File: src/rv_cfg.svh
`ifndef RV_CFG_SVH
`define RV_CFG_SVH

// ----------------------------------------
// Core configuration
// ----------------------------------------

// Data and address width.
`define RV_XLEN     32

// RV32E register file.
`define RV_NREGS    16
`define RV_REG_AW   4

// First fetch address.
`define RV_RESET_PC 32'h0000_0000

`endif

File: src/rv_pkg.sv
`include "rv_cfg.svh"

package rv_pkg;

    // ----------------------------------------
    // Enums
    // ----------------------------------------

    typedef enum logic [3:0] {
        alu_add,
        alu_sub,
        alu_slt,
        alu_sltu,
        alu_and,
        alu_or,
        alu_xor,
        alu_sll,
        alu_srl,
        alu_sra,
        alu_pass_b                              // For lui.
    } alu_op_e;

    typedef enum logic [2:0] {
        br_none,
        br_beq,
        br_bne,
        br_blt,
        br_bge,
        br_bltu,
        br_bgeu
    } br_op_e;

    typedef enum logic [2:0] {
        st_fetch,
        st_decode,                              // Waits for the response.
        st_exec,
        st_commit,
        st_halted
    } ctrl_state_e;

    // ----------------------------------------
    // Stage bundles
    // ----------------------------------------

    typedef struct packed {
        logic [`RV_XLEN-1:0] pc;
        logic [31:0]         inst;
    } fetch_bus_t;

    typedef struct packed {
        logic [`RV_XLEN-1:0]   pc;
        logic [`RV_XLEN-1:0]   imm;
        logic [`RV_REG_AW-1:0] rs1;
        logic [`RV_REG_AW-1:0] rs2;
        logic [`RV_REG_AW-1:0] rd;
        alu_op_e               alu_op;
        br_op_e                br_op;
        logic                  src1_is_pc;
        logic                  src2_is_imm;
        logic                  gpr_we;
        logic                  is_jal;
        logic                  is_jalr;
        logic                  is_ebreak;
        logic                  illegal;
    } decode_bus_t;

    typedef struct packed {
        logic [`RV_XLEN-1:0]   pc;
        logic [`RV_XLEN-1:0]   next_pc;
        logic [`RV_REG_AW-1:0] rd;
        logic [`RV_XLEN-1:0]   wdata;
        logic                  gpr_we;
        logic                  illegal;
        logic                  halt;
    } commit_t;

endpackage

File: src/rv_core.sv
`include "rv_cfg.svh"

module rv_core
    import rv_pkg::*;
(
    input  logic                clk,
    input  logic                rst,
    output logic                imem_req_valid,
    output logic [`RV_XLEN-1:0] imem_addr,
    input  logic                imem_rsp_valid,
    input  logic [31:0]         imem_rsp_inst,
    output logic                commit_valid,
    output commit_t             commit,
    output logic                halted
);

    fetch_bus_t          fetch;
    logic                fetch_load;
    logic                exec_load;
    logic                rf_we;
    decode_bus_t         dec;
    commit_t             exec_result;
    logic [`RV_XLEN-1:0] rdata1;
    logic [`RV_XLEN-1:0] rdata2;

    rv_ctrl i_rv_ctrl (
        .clk            (clk),
        .rst            (rst),
        .imem_req_valid (imem_req_valid),
        .imem_addr      (imem_addr),
        .imem_rsp_valid (imem_rsp_valid),
        .imem_rsp_inst  (imem_rsp_inst),
        .fetch          (fetch),
        .fetch_load     (fetch_load),
        .exec_load      (exec_load),
        .exec_result    (exec_result),
        .rf_we          (rf_we),
        .commit_valid   (commit_valid),
        .commit         (commit),
        .halted         (halted)
    );

    rv_decode i_rv_decode (
        .clk        (clk),
        .rst        (rst),
        .fetch      (fetch),
        .fetch_load (fetch_load),
        .dec        (dec)
    );

    // Write port is fed from the result register.
    rv_regfile i_rv_regfile (
        .clk    (clk),
        .rst    (rst),
        .rs1    (dec.rs1),
        .rs2    (dec.rs2),
        .rdata1 (rdata1),
        .rdata2 (rdata2),
        .we     (rf_we),
        .rd     (exec_result.rd),
        .wdata  (exec_result.wdata)
    );

    rv_exec i_rv_exec (
        .clk       (clk),
        .rst       (rst),
        .exec_load (exec_load),
        .dec       (dec),
        .rdata1    (rdata1),
        .rdata2    (rdata2),
        .result    (exec_result)
    );

endmodule

File: src/rv_ctrl.sv
`include "rv_cfg.svh"

module rv_ctrl
    import rv_pkg::*;
(
    input  logic                clk,
    input  logic                rst,
    output logic                imem_req_valid,
    output logic [`RV_XLEN-1:0] imem_addr,
    input  logic                imem_rsp_valid,
    input  logic [31:0]         imem_rsp_inst,
    output fetch_bus_t          fetch,
    output logic                fetch_load,
    output logic                exec_load,
    input  commit_t             exec_result,
    output logic                rf_we,
    output logic                commit_valid,
    output commit_t             commit,
    output logic                halted
);

    ctrl_state_e         state;
    logic                req_q;
    logic [`RV_XLEN-1:0] pc_q;
    logic                halting;

    assign halting = exec_result.halt | exec_result.illegal;

    // ----------------------------------------
    // State machine
    // ----------------------------------------

    always_ff @(posedge clk or posedge rst) begin
        if (rst) begin
            state <= st_fetch;
            req_q <= 1'b0;
            pc_q  <= `RV_RESET_PC;
        end else begin
            case (state)
                st_fetch: begin
                    if (req_q) begin
                        req_q <= 1'b0;              // Accepted, drop it.
                        state <= st_decode;
                    end else begin
                        req_q <= 1'b1;              // First request after reset.
                    end
                end
                st_decode: begin
                    if (imem_rsp_valid) begin
                        state <= st_exec;
                    end
                end
                st_exec: begin
                    state <= st_commit;
                end
                st_commit: begin
                    pc_q <= exec_result.next_pc;
                    if (halting) begin
                        state <= st_halted;
                    end else begin
                        req_q <= 1'b1;
                        state <= st_fetch;
                    end
                end
                st_halted: begin
                    state <= st_halted;             // Until reset.
                end
                default: begin
                    state <= st_fetch;
                end
            endcase
        end
    end

    assign imem_req_valid = req_q;
    assign imem_addr      = pc_q;

    assign fetch.pc   = pc_q;
    assign fetch.inst = imem_rsp_inst;
    assign fetch_load = (state == st_decode) && imem_rsp_valid;
    assign exec_load  = (state == st_exec);

    assign commit_valid = (state == st_commit);
    assign commit       = exec_result;
    assign rf_we        = commit_valid && exec_result.gpr_we;
    assign halted       = (state == st_halted);

endmodule

File: src/rv_decode.sv
`include "rv_cfg.svh"

module rv_decode
    import rv_pkg::*;
(
    input  logic        clk,
    input  logic        rst,
    input  fetch_bus_t  fetch,
    input  logic        fetch_load,
    output decode_bus_t dec
);

    logic [31:0]         inst;
    logic [6:0]          opcode;
    logic [2:0]          funct3;
    logic [6:0]          funct7;
    logic [4:0]          rs1_f;
    logic [4:0]          rs2_f;
    logic [4:0]          rd_f;
    logic [`RV_XLEN-1:0] imm_i;
    logic [`RV_XLEN-1:0] imm_b;
    logic [`RV_XLEN-1:0] imm_u;
    logic [`RV_XLEN-1:0] imm_j;
    logic                is_op;
    logic                is_op_imm;
    logic                is_lui;
    logic                is_auipc;
    logic                is_jal;
    logic                is_jalr;
    logic                is_branch;
    logic                is_ebreak;
    logic                op_ok;
    logic                op_imm_ok;
    logic                legal;
    logic                uses_rs1;
    logic                uses_rs2;
    logic                uses_rd;
    logic                reg_bad;
    logic                illegal;
    alu_op_e             alu_op;
    br_op_e              br_op;
    decode_bus_t         dec_d;

    // ----------------------------------------
    // Fields and immediates
    // ----------------------------------------

    assign inst   = fetch.inst;
    assign opcode = inst[6:0];
    assign funct3 = inst[14:12];
    assign funct7 = inst[31:25];
    assign rs1_f  = inst[19:15];
    assign rs2_f  = inst[24:20];
    assign rd_f   = inst[11:7];

    assign imm_i = {{20{inst[31]}}, inst[31:20]};
    assign imm_b = {{20{inst[31]}}, inst[7], inst[30:25], inst[11:8], 1'b0};
    assign imm_u = {inst[31:12], 12'b0};
    assign imm_j = {{12{inst[31]}}, inst[19:12], inst[20], inst[30:21], 1'b0};

    // ----------------------------------------
    // Instruction match
    // ----------------------------------------

    assign is_op     = (opcode == 7'h33);
    assign is_op_imm = (opcode == 7'h13);
    assign is_lui    = (opcode == 7'h37);
    assign is_auipc  = (opcode == 7'h17);
    assign is_jal    = (opcode == 7'h6f);
    assign is_jalr   = (opcode == 7'h67) & (funct3 == 3'h0);
    assign is_branch = (opcode == 7'h63) & (funct3 != 3'h2) & (funct3 != 3'h3);
    assign is_ebreak = (opcode == 7'h73) & (funct3 == 3'h0) & (rd_f == 5'h0)
                     & (rs1_f == 5'h0) & (inst[31:20] == 12'h001);

    // Only sub and sra take funct7 0x20.
    assign op_ok = is_op & ((funct7 == 7'h00)
                 | ((funct7 == 7'h20) & ((funct3 == 3'h0) | (funct3 == 3'h5))));

    // Shift immediates carry funct7 in the upper bits.
    assign op_imm_ok = is_op_imm & ((funct3 == 3'h1) ? (funct7 == 7'h00) :
                                    (funct3 == 3'h5) ? ((funct7 == 7'h00) | (funct7 == 7'h20)) :
                                    1'b1);

    assign legal = op_ok | op_imm_ok | is_lui | is_auipc | is_jal | is_jalr
                 | is_branch | is_ebreak;

    assign uses_rs1 = is_op | is_op_imm | is_jalr | is_branch;
    assign uses_rs2 = is_op | is_branch;
    assign uses_rd  = is_op | is_op_imm | is_lui | is_auipc | is_jal | is_jalr;

    // RV32E has no x16..x31.
    assign reg_bad = (uses_rs1 & rs1_f[4]) | (uses_rs2 & rs2_f[4]) | (uses_rd & rd_f[4]);
    assign illegal = ~legal | reg_bad;

    always_comb begin
        alu_op = alu_add;
        if (is_lui) begin
            alu_op = alu_pass_b;
        end else if (is_op | is_op_imm) begin
            case (funct3)
                3'h0:    alu_op = (is_op & funct7[5]) ? alu_sub : alu_add;
                3'h1:    alu_op = alu_sll;
                3'h2:    alu_op = alu_slt;
                3'h3:    alu_op = alu_sltu;
                3'h4:    alu_op = alu_xor;
                3'h5:    alu_op = funct7[5] ? alu_sra : alu_srl;
                3'h6:    alu_op = alu_or;
                default: alu_op = alu_and;
            endcase
        end
    end

    always_comb begin
        br_op = br_none;
        if (is_branch) begin
            case (funct3)
                3'h0:    br_op = br_beq;
                3'h1:    br_op = br_bne;
                3'h4:    br_op = br_blt;
                3'h5:    br_op = br_bge;
                3'h6:    br_op = br_bltu;
                default: br_op = br_bgeu;
            endcase
        end
    end

    // ----------------------------------------
    // Decode bundle
    // ----------------------------------------

    assign dec_d.pc  = fetch.pc;
    assign dec_d.imm = ({`RV_XLEN{is_op_imm | is_jalr}} & imm_i)
                     | ({`RV_XLEN{is_branch}}           & imm_b)
                     | ({`RV_XLEN{is_lui | is_auipc}}   & imm_u)
                     | ({`RV_XLEN{is_jal}}              & imm_j);
    assign dec_d.rs1         = rs1_f[`RV_REG_AW-1:0];
    assign dec_d.rs2         = rs2_f[`RV_REG_AW-1:0];
    assign dec_d.rd          = rd_f[`RV_REG_AW-1:0];
    assign dec_d.alu_op      = alu_op;
    assign dec_d.br_op       = br_op;
    assign dec_d.src1_is_pc  = is_jal | is_auipc | is_branch;     // Targets use the ALU.
    assign dec_d.src2_is_imm = is_op_imm | is_lui | is_auipc | is_jal | is_jalr | is_branch;
    assign dec_d.gpr_we      = uses_rd & ~illegal;
    assign dec_d.is_jal      = is_jal;
    assign dec_d.is_jalr     = is_jalr;
    assign dec_d.is_ebreak   = is_ebreak;
    assign dec_d.illegal     = illegal;

    always_ff @(posedge clk or posedge rst) begin
        if (rst) begin
            dec <= '0;
        end else if (fetch_load) begin
            dec <= dec_d;
        end
    end

endmodule

File: src/rv_exec.sv
`include "rv_cfg.svh"

module rv_exec
    import rv_pkg::*;
(
    input  logic                clk,
    input  logic                rst,
    input  logic                exec_load,
    input  decode_bus_t         dec,
    input  logic [`RV_XLEN-1:0] rdata1,
    input  logic [`RV_XLEN-1:0] rdata2,
    output commit_t             result
);

    logic [`RV_XLEN-1:0] op_a;
    logic [`RV_XLEN-1:0] op_b;
    logic [`RV_XLEN-1:0] alu_res;
    logic [`RV_XLEN-1:0] seq_pc;
    logic [`RV_XLEN-1:0] next_pc;
    logic [4:0]          shamt;
    logic                taken;
    commit_t             res_d;

    assign op_a   = dec.src1_is_pc  ? dec.pc  : rdata1;
    assign op_b   = dec.src2_is_imm ? dec.imm : rdata2;
    assign shamt  = op_b[4:0];
    assign seq_pc = dec.pc + `RV_XLEN'd4;

    // ----------------------------------------
    // ALU
    // ----------------------------------------

    always_comb begin
        case (dec.alu_op)
            alu_add:    alu_res = op_a + op_b;
            alu_sub:    alu_res = op_a - op_b;
            alu_slt:    alu_res = {{(`RV_XLEN-1){1'b0}}, $signed(op_a) < $signed(op_b)};
            alu_sltu:   alu_res = {{(`RV_XLEN-1){1'b0}}, op_a < op_b};
            alu_and:    alu_res = op_a & op_b;
            alu_or:     alu_res = op_a | op_b;
            alu_xor:    alu_res = op_a ^ op_b;
            alu_sll:    alu_res = op_a << shamt;
            alu_srl:    alu_res = op_a >> shamt;
            alu_sra:    alu_res = $signed(op_a) >>> shamt;
            alu_pass_b: alu_res = op_b;
            default:    alu_res = '0;
        endcase
    end

    // Compare always uses the register operands.
    always_comb begin
        case (dec.br_op)
            br_beq:  taken = (rdata1 == rdata2);
            br_bne:  taken = (rdata1 != rdata2);
            br_blt:  taken = ($signed(rdata1) <  $signed(rdata2));
            br_bge:  taken = ($signed(rdata1) >= $signed(rdata2));
            br_bltu: taken = (rdata1 <  rdata2);
            br_bgeu: taken = (rdata1 >= rdata2);
            default: taken = 1'b0;
        endcase
    end

    // Branch and jal targets come out of the ALU as pc + imm.
    always_comb begin
        if (dec.is_jalr) begin
            next_pc = {alu_res[`RV_XLEN-1:1], 1'b0};
        end else if (dec.is_jal || taken) begin
            next_pc = alu_res;
        end else begin
            next_pc = seq_pc;
        end
    end

    // ----------------------------------------
    // Result register
    // ----------------------------------------

    assign res_d.pc      = dec.pc;
    assign res_d.next_pc = next_pc;
    assign res_d.rd      = dec.rd;
    assign res_d.wdata   = (dec.is_jal || dec.is_jalr) ? seq_pc : alu_res;  // Link value.
    assign res_d.gpr_we  = dec.gpr_we;
    assign res_d.illegal = dec.illegal;
    assign res_d.halt    = dec.is_ebreak;

    always_ff @(posedge clk or posedge rst) begin
        if (rst) begin
            result <= '0;
        end else if (exec_load) begin
            result <= res_d;
        end
    end

endmodule

File: src/rv_regfile.sv
`include "rv_cfg.svh"

module rv_regfile (
    input  logic                  clk,
    input  logic                  rst,
    input  logic [`RV_REG_AW-1:0] rs1,
    input  logic [`RV_REG_AW-1:0] rs2,
    output logic [`RV_XLEN-1:0]   rdata1,
    output logic [`RV_XLEN-1:0]   rdata2,
    input  logic                  we,
    input  logic [`RV_REG_AW-1:0] rd,
    input  logic [`RV_XLEN-1:0]   wdata
);

    logic [`RV_XLEN-1:0] regs [`RV_NREGS];

    always_ff @(posedge clk or posedge rst) begin
        if (rst) begin
            for (int i = 0; i < `RV_NREGS; i++) begin
                regs[i] <= '0;
            end
        end else if (we && (rd != '0)) begin
            regs[rd] <= wdata;
        end
    end

    // x0 reads as zero.
    assign rdata1 = (rs1 == '0) ? '0 : regs[rs1];
    assign rdata2 = (rs2 == '0) ? '0 : regs[rs2];

endmodule

File: config.mk
export PLATFORM = sky130hd
export DESIGN_NAME = rv_core
export DESIGN_NICKNAME = d
export VERILOG_FILES = /design/src/rv_pkg.sv /design/src/rv_core.sv /design/src/rv_ctrl.sv /design/src/rv_decode.sv /design/src/rv_exec.sv /design/src/rv_regfile.sv
export VERILOG_INCLUDE_DIRS = /design/src
export SDC_FILE = /design/constraint.sdc
export NUM_CORES = 2
export LEC_CHECK = 0
export CORE_MARGIN = 8
export CORE_UTILIZATION = 60
export CTS_BUF_LIST = sky130_fd_sc_hd__clkbuf_8 sky130_fd_sc_hd__clkbuf_16
export DETAILED_ROUTE_END_ITERATION = 16
export DONT_BUFFER_PORTS = 1
export PLACE_DENSITY = 0.76
export SYNTH_ARGS = -nofsm -noshare
export SYNTH_HDL_FRONTEND = slang
export SYNTH_SLANG_ARGS = --single-unit
File: constraint.sdc
create_clock -name clk -period 29.7 [get_ports clk]
set_input_delay 2.97 -clock clk [delete_from_list [all_inputs] [get_ports clk]]
set_output_delay 2.97 -clock clk [all_outputs]
set_load 0.02 [all_outputs]
======== Word level (Yosys, flattened, before mapping) ========
Cells that the tools add are included.
word-level totals
  output and inout port bits .............. 138
  bits in latches ......................... 0
  memories kept ........................... 0
  bits of input ports ..................... 35
  memory bits (read-only) ................. 0
  bits in writable memories ............... 0
  flip-flop bits (word level) ............. 741
  logic and storage cells ................. 212
operators by class
  multipliers ............................. 0
  multiplexer cells ....................... 34
  bitwise logic cells ..................... 61
  equality and inequality tests ........... 43
  shifts and indexed selects .............. 3
  div/mod/pow operators ................... 0
  reductions and logical operators ........ 18
  $add $sub $neg .......................... 3
  $lt $le $gt $ge ......................... 10
operators by type and width
  kind                                                              count
  512-bit bitwise mux                                               1
  32-bit two-way mux                                                12
  32-bit one-hot mux with 11 select lines                           1
  32-bit binary-select mux with 4-bit select                        2
  32-bit bitwise AND                                                5
  32-bit demux with 4-bit select                                    1
  32-bit less-than comparator                                       4
  32-bit OR                                                         4
  32-bit greater-or-equal comparator                                2
  32-bit by 3-bit adder with 32-bit output (second input constant)  1
  32-bit adder                                                      1
  32-bit == test                                                    1
  32-bit != test                                                    1
  32-bit by 5-bit left shift with 32-bit output                     1
  32-bit by 5-bit right shift with 32-bit output                    1
  32-bit by 5-bit >>> shifter with 32-bit output                    1
  32-bit subtractor                                                 1
  32-bit XOR                                                        1
  1-bit OR                                                          31
  3-bit one-hot mux with 5 select lines                             2
  7-bit == test (second input constant)                             4
  4-bit one-hot mux with 7 select lines                             1
  3-bit == test (second input constant)                             7
  7-bit by 6-bit == test with 1-bit output (second input constant)  3
  30 further kinds                                                  83

======== Depth between registers and ports, before layout ========
  depth in word-level cells ............... 16
  mapped depth ............................ 26

======== Cells and area by module ========
Synthesis repeated with hierarchy kept, for this count alone.
second synthesis, totals
  cells, all modules ...................... 4362
  area total of the unflattened synthesis .. 47854.6 um^2
modules (own cells, without submodules)
  module      seq. area each (um^2)  instances  cells an instance  area each (um^2)
  rv_regfile  12036.5                1          1750               25862.3
  rv_exec     2577.5                 1          1999               15228.4
  rv_decode   2252.2                 1          353                3945.0
  rv_ctrl     900.9                  1          260                2819.0

======== Least setup slack after synthesis ========
Ideal clock, no wire load.
  path kind ............................... register to register
  from .................................... register i_rv_decode.dec[18] (netlist name)
  to ...................................... register i_rv_exec.result[34] (netlist bit)
  arrival time ............................ 5.770 ns
  slack ................................... 23.787 ns
  clock period less this slack ............ 5.913 ns
  setup time .............................. 0.143 ns
  cell stages (with the launch flop) ...... 24
  path buffers ............................ 7
  cell sequence ........................... dfrtp_1 -> buf_2 -> buf_2 -> buf_4 -> buf_2 -> buf_2 -> buf_2 -> mux4_2 -> mux2_2 -> o211ai_1 -> o21ai_0 -> ha_1 -> clkbuf_1 -> nor4_1 -> a21oi_1 -> a21oi_1 -> or4_1 -> and4b_1 -> o31a_1 -> a21oi_1 -> a211oi_1 -> xor2_1 -> a221oi_1 -> o221ai_1
on the way
  cells in the longest elaborated chain, start to end .. 9
  elaborated cells on any way between the ends .. 17
  those cells by class .................... 2 x add/sub; 3 x shift; 7 x mux; 4 x bitwise; 1 x reduce/logical
ends and longest elaborated chain
  item                                                    RTL line          source
  4-bit NOT with 5-bit output (implied by the code)       rv_regfile.sv:29  assign rdata2 = (rs2 == '0) ? '0 : regs[rs2];
  32-bit binary-select mux with 4-bit select              rv_regfile.sv:29
  32-bit two-way mux (implied by the code) (2 in series)  rv_regfile.sv:29
  32-bit two-way mux (*)                                  rv_regfile.sv:29
  32-bit two-way mux (*)                                  rv_exec.sv:25     assign op_b = dec.src2_is_imm ? dec.imm : rdata2;
  32-bit subtractor, or another cell as far along         rv_exec.sv:36     alu_sub: alu_res = op_a - op_b;
  32-bit one-hot mux with 11 select lines (*)             rv_exec.sv:34     case (dec.alu_op)
  32-bit two-way mux (*)                                  rv_exec.sv:81     assign res_d.wdata = (dec.is_jal || dec.is_jalr) ? seq_pc : alu_res;
  end signal, assigned                                    rv_exec.sv:90     result <= res_d;
  end, declared                                           rv_exec.sv:12     output commit_t result
Every way passes the cells marked *; elsewhere a longest branch is shown, timed or not. The select of a mux whose other input is x is not followed.
A chain may end at the register's enable or synchronous reset.

======== Final worst setup path ========
  from .................................... register i_rv_decode.dec[19] (netlist name)
  to ...................................... register i_rv_exec.result[43] (netlist bit)
on the way
  cells in the longest elaborated chain, start to end .. 10
  elaborated cells on any way between the ends .. 26
  those cells by class .................... 2 x add/sub; 4 x order compare; 2 x eq/ne; 3 x shift; 9 x mux; 4 x bitwise; 2 x reduce/logical
ends and longest elaborated chain
  item                                                                         RTL line                      source
  4-bit NOT with 5-bit output (implied by the code)                            rv_regfile.sv:29
  32-bit binary-select mux with 4-bit select                                   rv_regfile.sv:29
  32-bit two-way mux (implied by the code) (2 in series)                       rv_regfile.sv:29
  32-bit two-way mux (*)                                                       rv_regfile.sv:29
  32-bit two-way mux, or another cell as far along                             rv_exec.sv:25
  32-bit subtractor, or another cell as far along                              rv_exec.sv:36
  32-bit one-hot mux with 11 select lines or 1-bit logical OR (tied branches)  rv_exec.sv:34, rv_exec.sv:67
  32-bit two-way mux                                                           rv_exec.sv:67                 end else if (dec.is_jal || taken) begin
  32-bit two-way mux (*)                                                       rv_exec.sv:65                 if (dec.is_jalr) begin
Marked as above.

==> key figures <==
Hold path
  • Min-Delay Startpoint: i_rv_regfile.regs[492]
  • Worst min-delay path class: reg -> reg
  • WHS Endpoint: i_rv_regfile.regs[492]
  • Worst Hold Depth: 0

Logic synthesis
  • Mean Syn Cell Area: 10.4 sq um
  • Top cell type's share of synthesized area: 0.385
  • Post-synthesis cell type count: 94
  • Synth top cells by count: dfrtp_1, nand2_1, mux2_2
  • Post-Syn Area: 0.0480 sq mm
  • Synth Instances: 4,595
  • Seq/Total Area, Yosys: 0.385
  • Synth Register Bits: 739
  • Post-synth top area cell: dfrtp_1
  • Count leader, synth: dfrtp_1
  • Most used DFF post-synth: dfrtp_1
  • Synth area leaders: dfrtp_1, mux2_2, mux4_2, nand2_1, mux2i_1
  • Fraction of registers with async set or reset after synthesis: 1.00
  • Post-synth EDFFs: 0
  • Yosys warns: 0
  • Synthesized net count: 4,768

STA
  • Setup Skew: 0.0558 ns
  • Max Clock Freq: 0.120 GHz
  • Max_slew headroom: 0.0771
  • Worst-Margin Slew: 1.37 ns
  • Setup TNS: 0 ns
  • Unrepaired setup endpoints after global routing: no
  • Crit share post-route: 0.280
  • Final worst path period need: 8.32 ns
  • Final setup fails: 0
  • Slew Limit Fails: 0
  • Final Hold Fails: 0

Clocking
  • Resized cells post-CTS: 0
  • Root Buffer: clkbuf_16
  • Clock sinks: 739
  • Worst-skew pair later-pin latency: 0.67 ns
  • Worst-path clk slew: 0.08 ns
  • Hold_buf cts: 0
  • CTS Buffer Depth: 3
  • Setup Fix Bufs, Post-CTS: 0
  • Htree depth: 3
  • CTS tree: yes
  • CTS Buf Count: 77

Floorplan
  • I/O Pins: 173
  • Core ar.: 0.0791 sq mm
  • Die width: 299 um
  • Initial Util: 0.607
  • Die Ht: 299 um
  • Die area: 0.0893 sq mm
  • Row cnt: 103

Power
  • Clock network power share: 0.188
  • Power after layout: 5240 uW
  • Max VDD drop: 0.0000640 V
  • LEAKAGE: 0.0231 uW
  • P_int: 2490 uW
  • Sw Pwr: 2750 uW
  • Part of the power in registers: 0.272
  • Sw frac: 0.524
  • Cell Pwr Density: 103 mW/mm^2
  • Logic pwr share: 0.540

Place
  • RePlAce Congestion: 1.09
  • Port buffer count: 0
  • Post-DP HPWL: 141 mm
  • Placed Area: 0.0485 sq mm

Worst setup path
  • Required time of the critical path: 30.16 ns
  • Worst R2R End: i_rv_exec.result[43]
  • Reg-to-reg slack, setup: 21.38 ns
  • R2R cell count: 15
  • CP Launch Type: flip-flop
  • Worst Path Arrival: 8.78 ns
  • CP Max Fanout: 59
  • Crit end category: flip-flop
  • R2r startpoint: i_rv_decode.dec[19]
  • Critical path class: reg -> reg

Global route
  • Tot GR Track Use: 0.435
  • Initial antenna violation count: 16
  • Largest net degree at the start of global routing: 177
  • Gr ovfl total: 0
  • Global-route wire length before repair: 288 mm
  • Vias in the first global route: 39,400

Cells and area
  • NumNets Final: 4,534
  • Multi-input gate area: 0.0272 sq mm
  • Area Overhead vs Synth: 6.41%
  • Final instance area: 0.0511 sq mm
  • # fillers: 6,106
  • Share of layout cells above drive strength 1: 0.249
  • Register area: 0.0185 sq mm

Drt
  • Pre-antenna DRT Iters: 7
  • DR vias: 40,800
  • Routed WL: 200 mm
  • WL/cell: 36.5 um
  • Vias per cell: 7.45
  • Starting DRC count in detailed routing: 5,855
  • Drt drc: 0
  • Antenna viol nets, final: 0

Flow run
  • MaxCap Viol Count: 0

Status
  • Run status: complete, no violations
cell type report:
| class | instances | share of cell area |
|---|---|---|
| Antenna cell | 11 | 0.000539 |
| Clock buffer | 88 | 0.0407 |
| Clock inverter | 54 | 0.00992 |
| Inverter | 115 | 0.00860 |
| Multi-Input combinational cell | 3306 | 0.533 |
| Sequential cell | 739 | 0.363 |
| Tap cell | 1050 | 0.0257 |
| Timing Repair Buffer | 122 | 0.0189 |
power groups by stage:
stage	combinational (uW)	clock [uW]	sequential, uW
global route	2920	1020	1430
floorplan	1820	0	1250
CTS	2700	987	1420
detailed placement	2690	0	1430
finish	2830	983	1420
global placement	2700	0	1430
cell usage in the layout (no fill, tap or decap), types with 116 or more instances in the layout:
cell and instances:
o21ai_0 157, dfrtp_1 729, nand2_1 624, mux2i_1 187, buf_4 118, mux4_2 222
inv_1 116, nor2_1 238, mux2_2 561, a21oi_1 218, ha_1 136
critical path: stages (launching register included):
cell and delay (ns):
dfrtp_4 0.75, buf_4 0.82, buf_4 0.63, mux4_2 0.39, mux2_2 0.27, o211ai_1 0.85
ha_1 0.38, and4_1 0.21, a221oi_1 0.37, o2111a_1 0.33, mux2i_1 0.09, o21ai_0 0.19
a221o_1 0.70, nand2_1 0.94, nand2_1 0.83, o221ai_1 0.21
flip-flops by register name, summed over array words and instances, names as in the netlist:
| name | cells |
|---|---|
| i_rv_exec.result | 103 |
| i_rv_ctrl.imem_addr | 32 |
| i_rv_decode.dec | 90 |
| i_rv_ctrl.imem_req_valid | 1 |
| i_rv_ctrl.state | 3 |
| i_rv_regfile.regs | 510 |
kinds of logic (layout without fill, tap and decap cells):
logic type / Yosys count / in the layout / synth area share
AO/OA/AOI/OAI: 944 / 944 / 0.131
XOR/XNOR: 60 / 60 / 0.0109
adder cells (fa/ha/maj): 138 / 138 / 0.0363
buffers and inverters: 550 / 379 / 0.0504
flip-flops: 739 / 739 / 0.385
multiplexers: 984 / 984 / 0.279
other: 0 / 11 / 0
AND/OR/NAND/NOR: 1180 / 1180 / 0.107
how the worst max path moves through the flow:
stage / start / end / slack (ns) / cells after the start
2_1_floorplan: rst / i_rv_ctrl.imem_addr[0] / 5.99 / 1
3_3_place_gp: i_rv_decode.dec[19] / i_rv_exec.result[43] / 21.82 / 15
3_5_place_dp: i_rv_decode.dec[22] / i_rv_exec.result[43] / 21.67 / 17
4_1_cts: i_rv_decode.dec[22] / i_rv_exec.result[43] / 21.67 / 17
5_1_grt: i_rv_decode.dec[22] / i_rv_exec.result[43] / 21.12 / 17
6_report: i_rv_decode.dec[19] / i_rv_exec.result[43] / 21.38 / 15
layer usage:
metal | GRT usage | share of wire
met5 | 0.00811 | 0.00099
met4 | 0.258 | 0.075
met3 | 0.135 | 0.12
met2 | 0.642 | 0.43
met1 | 0.564 | 0.37
metrics by stage:
step                      utilization  hold slack (ns)  worst slack [ns]  instances
final                           0.645            0.376             21.38       5485
after floorplan                     -            0.425              5.99       4595
after global placement          0.612            0.361             21.82       5332
after CTS                       0.645            0.377             21.67       5474
after detailed placement        0.612            0.363             21.67       5332
after global routing            0.645            0.384             21.12       5477
(Power assumes the default switching activity.)
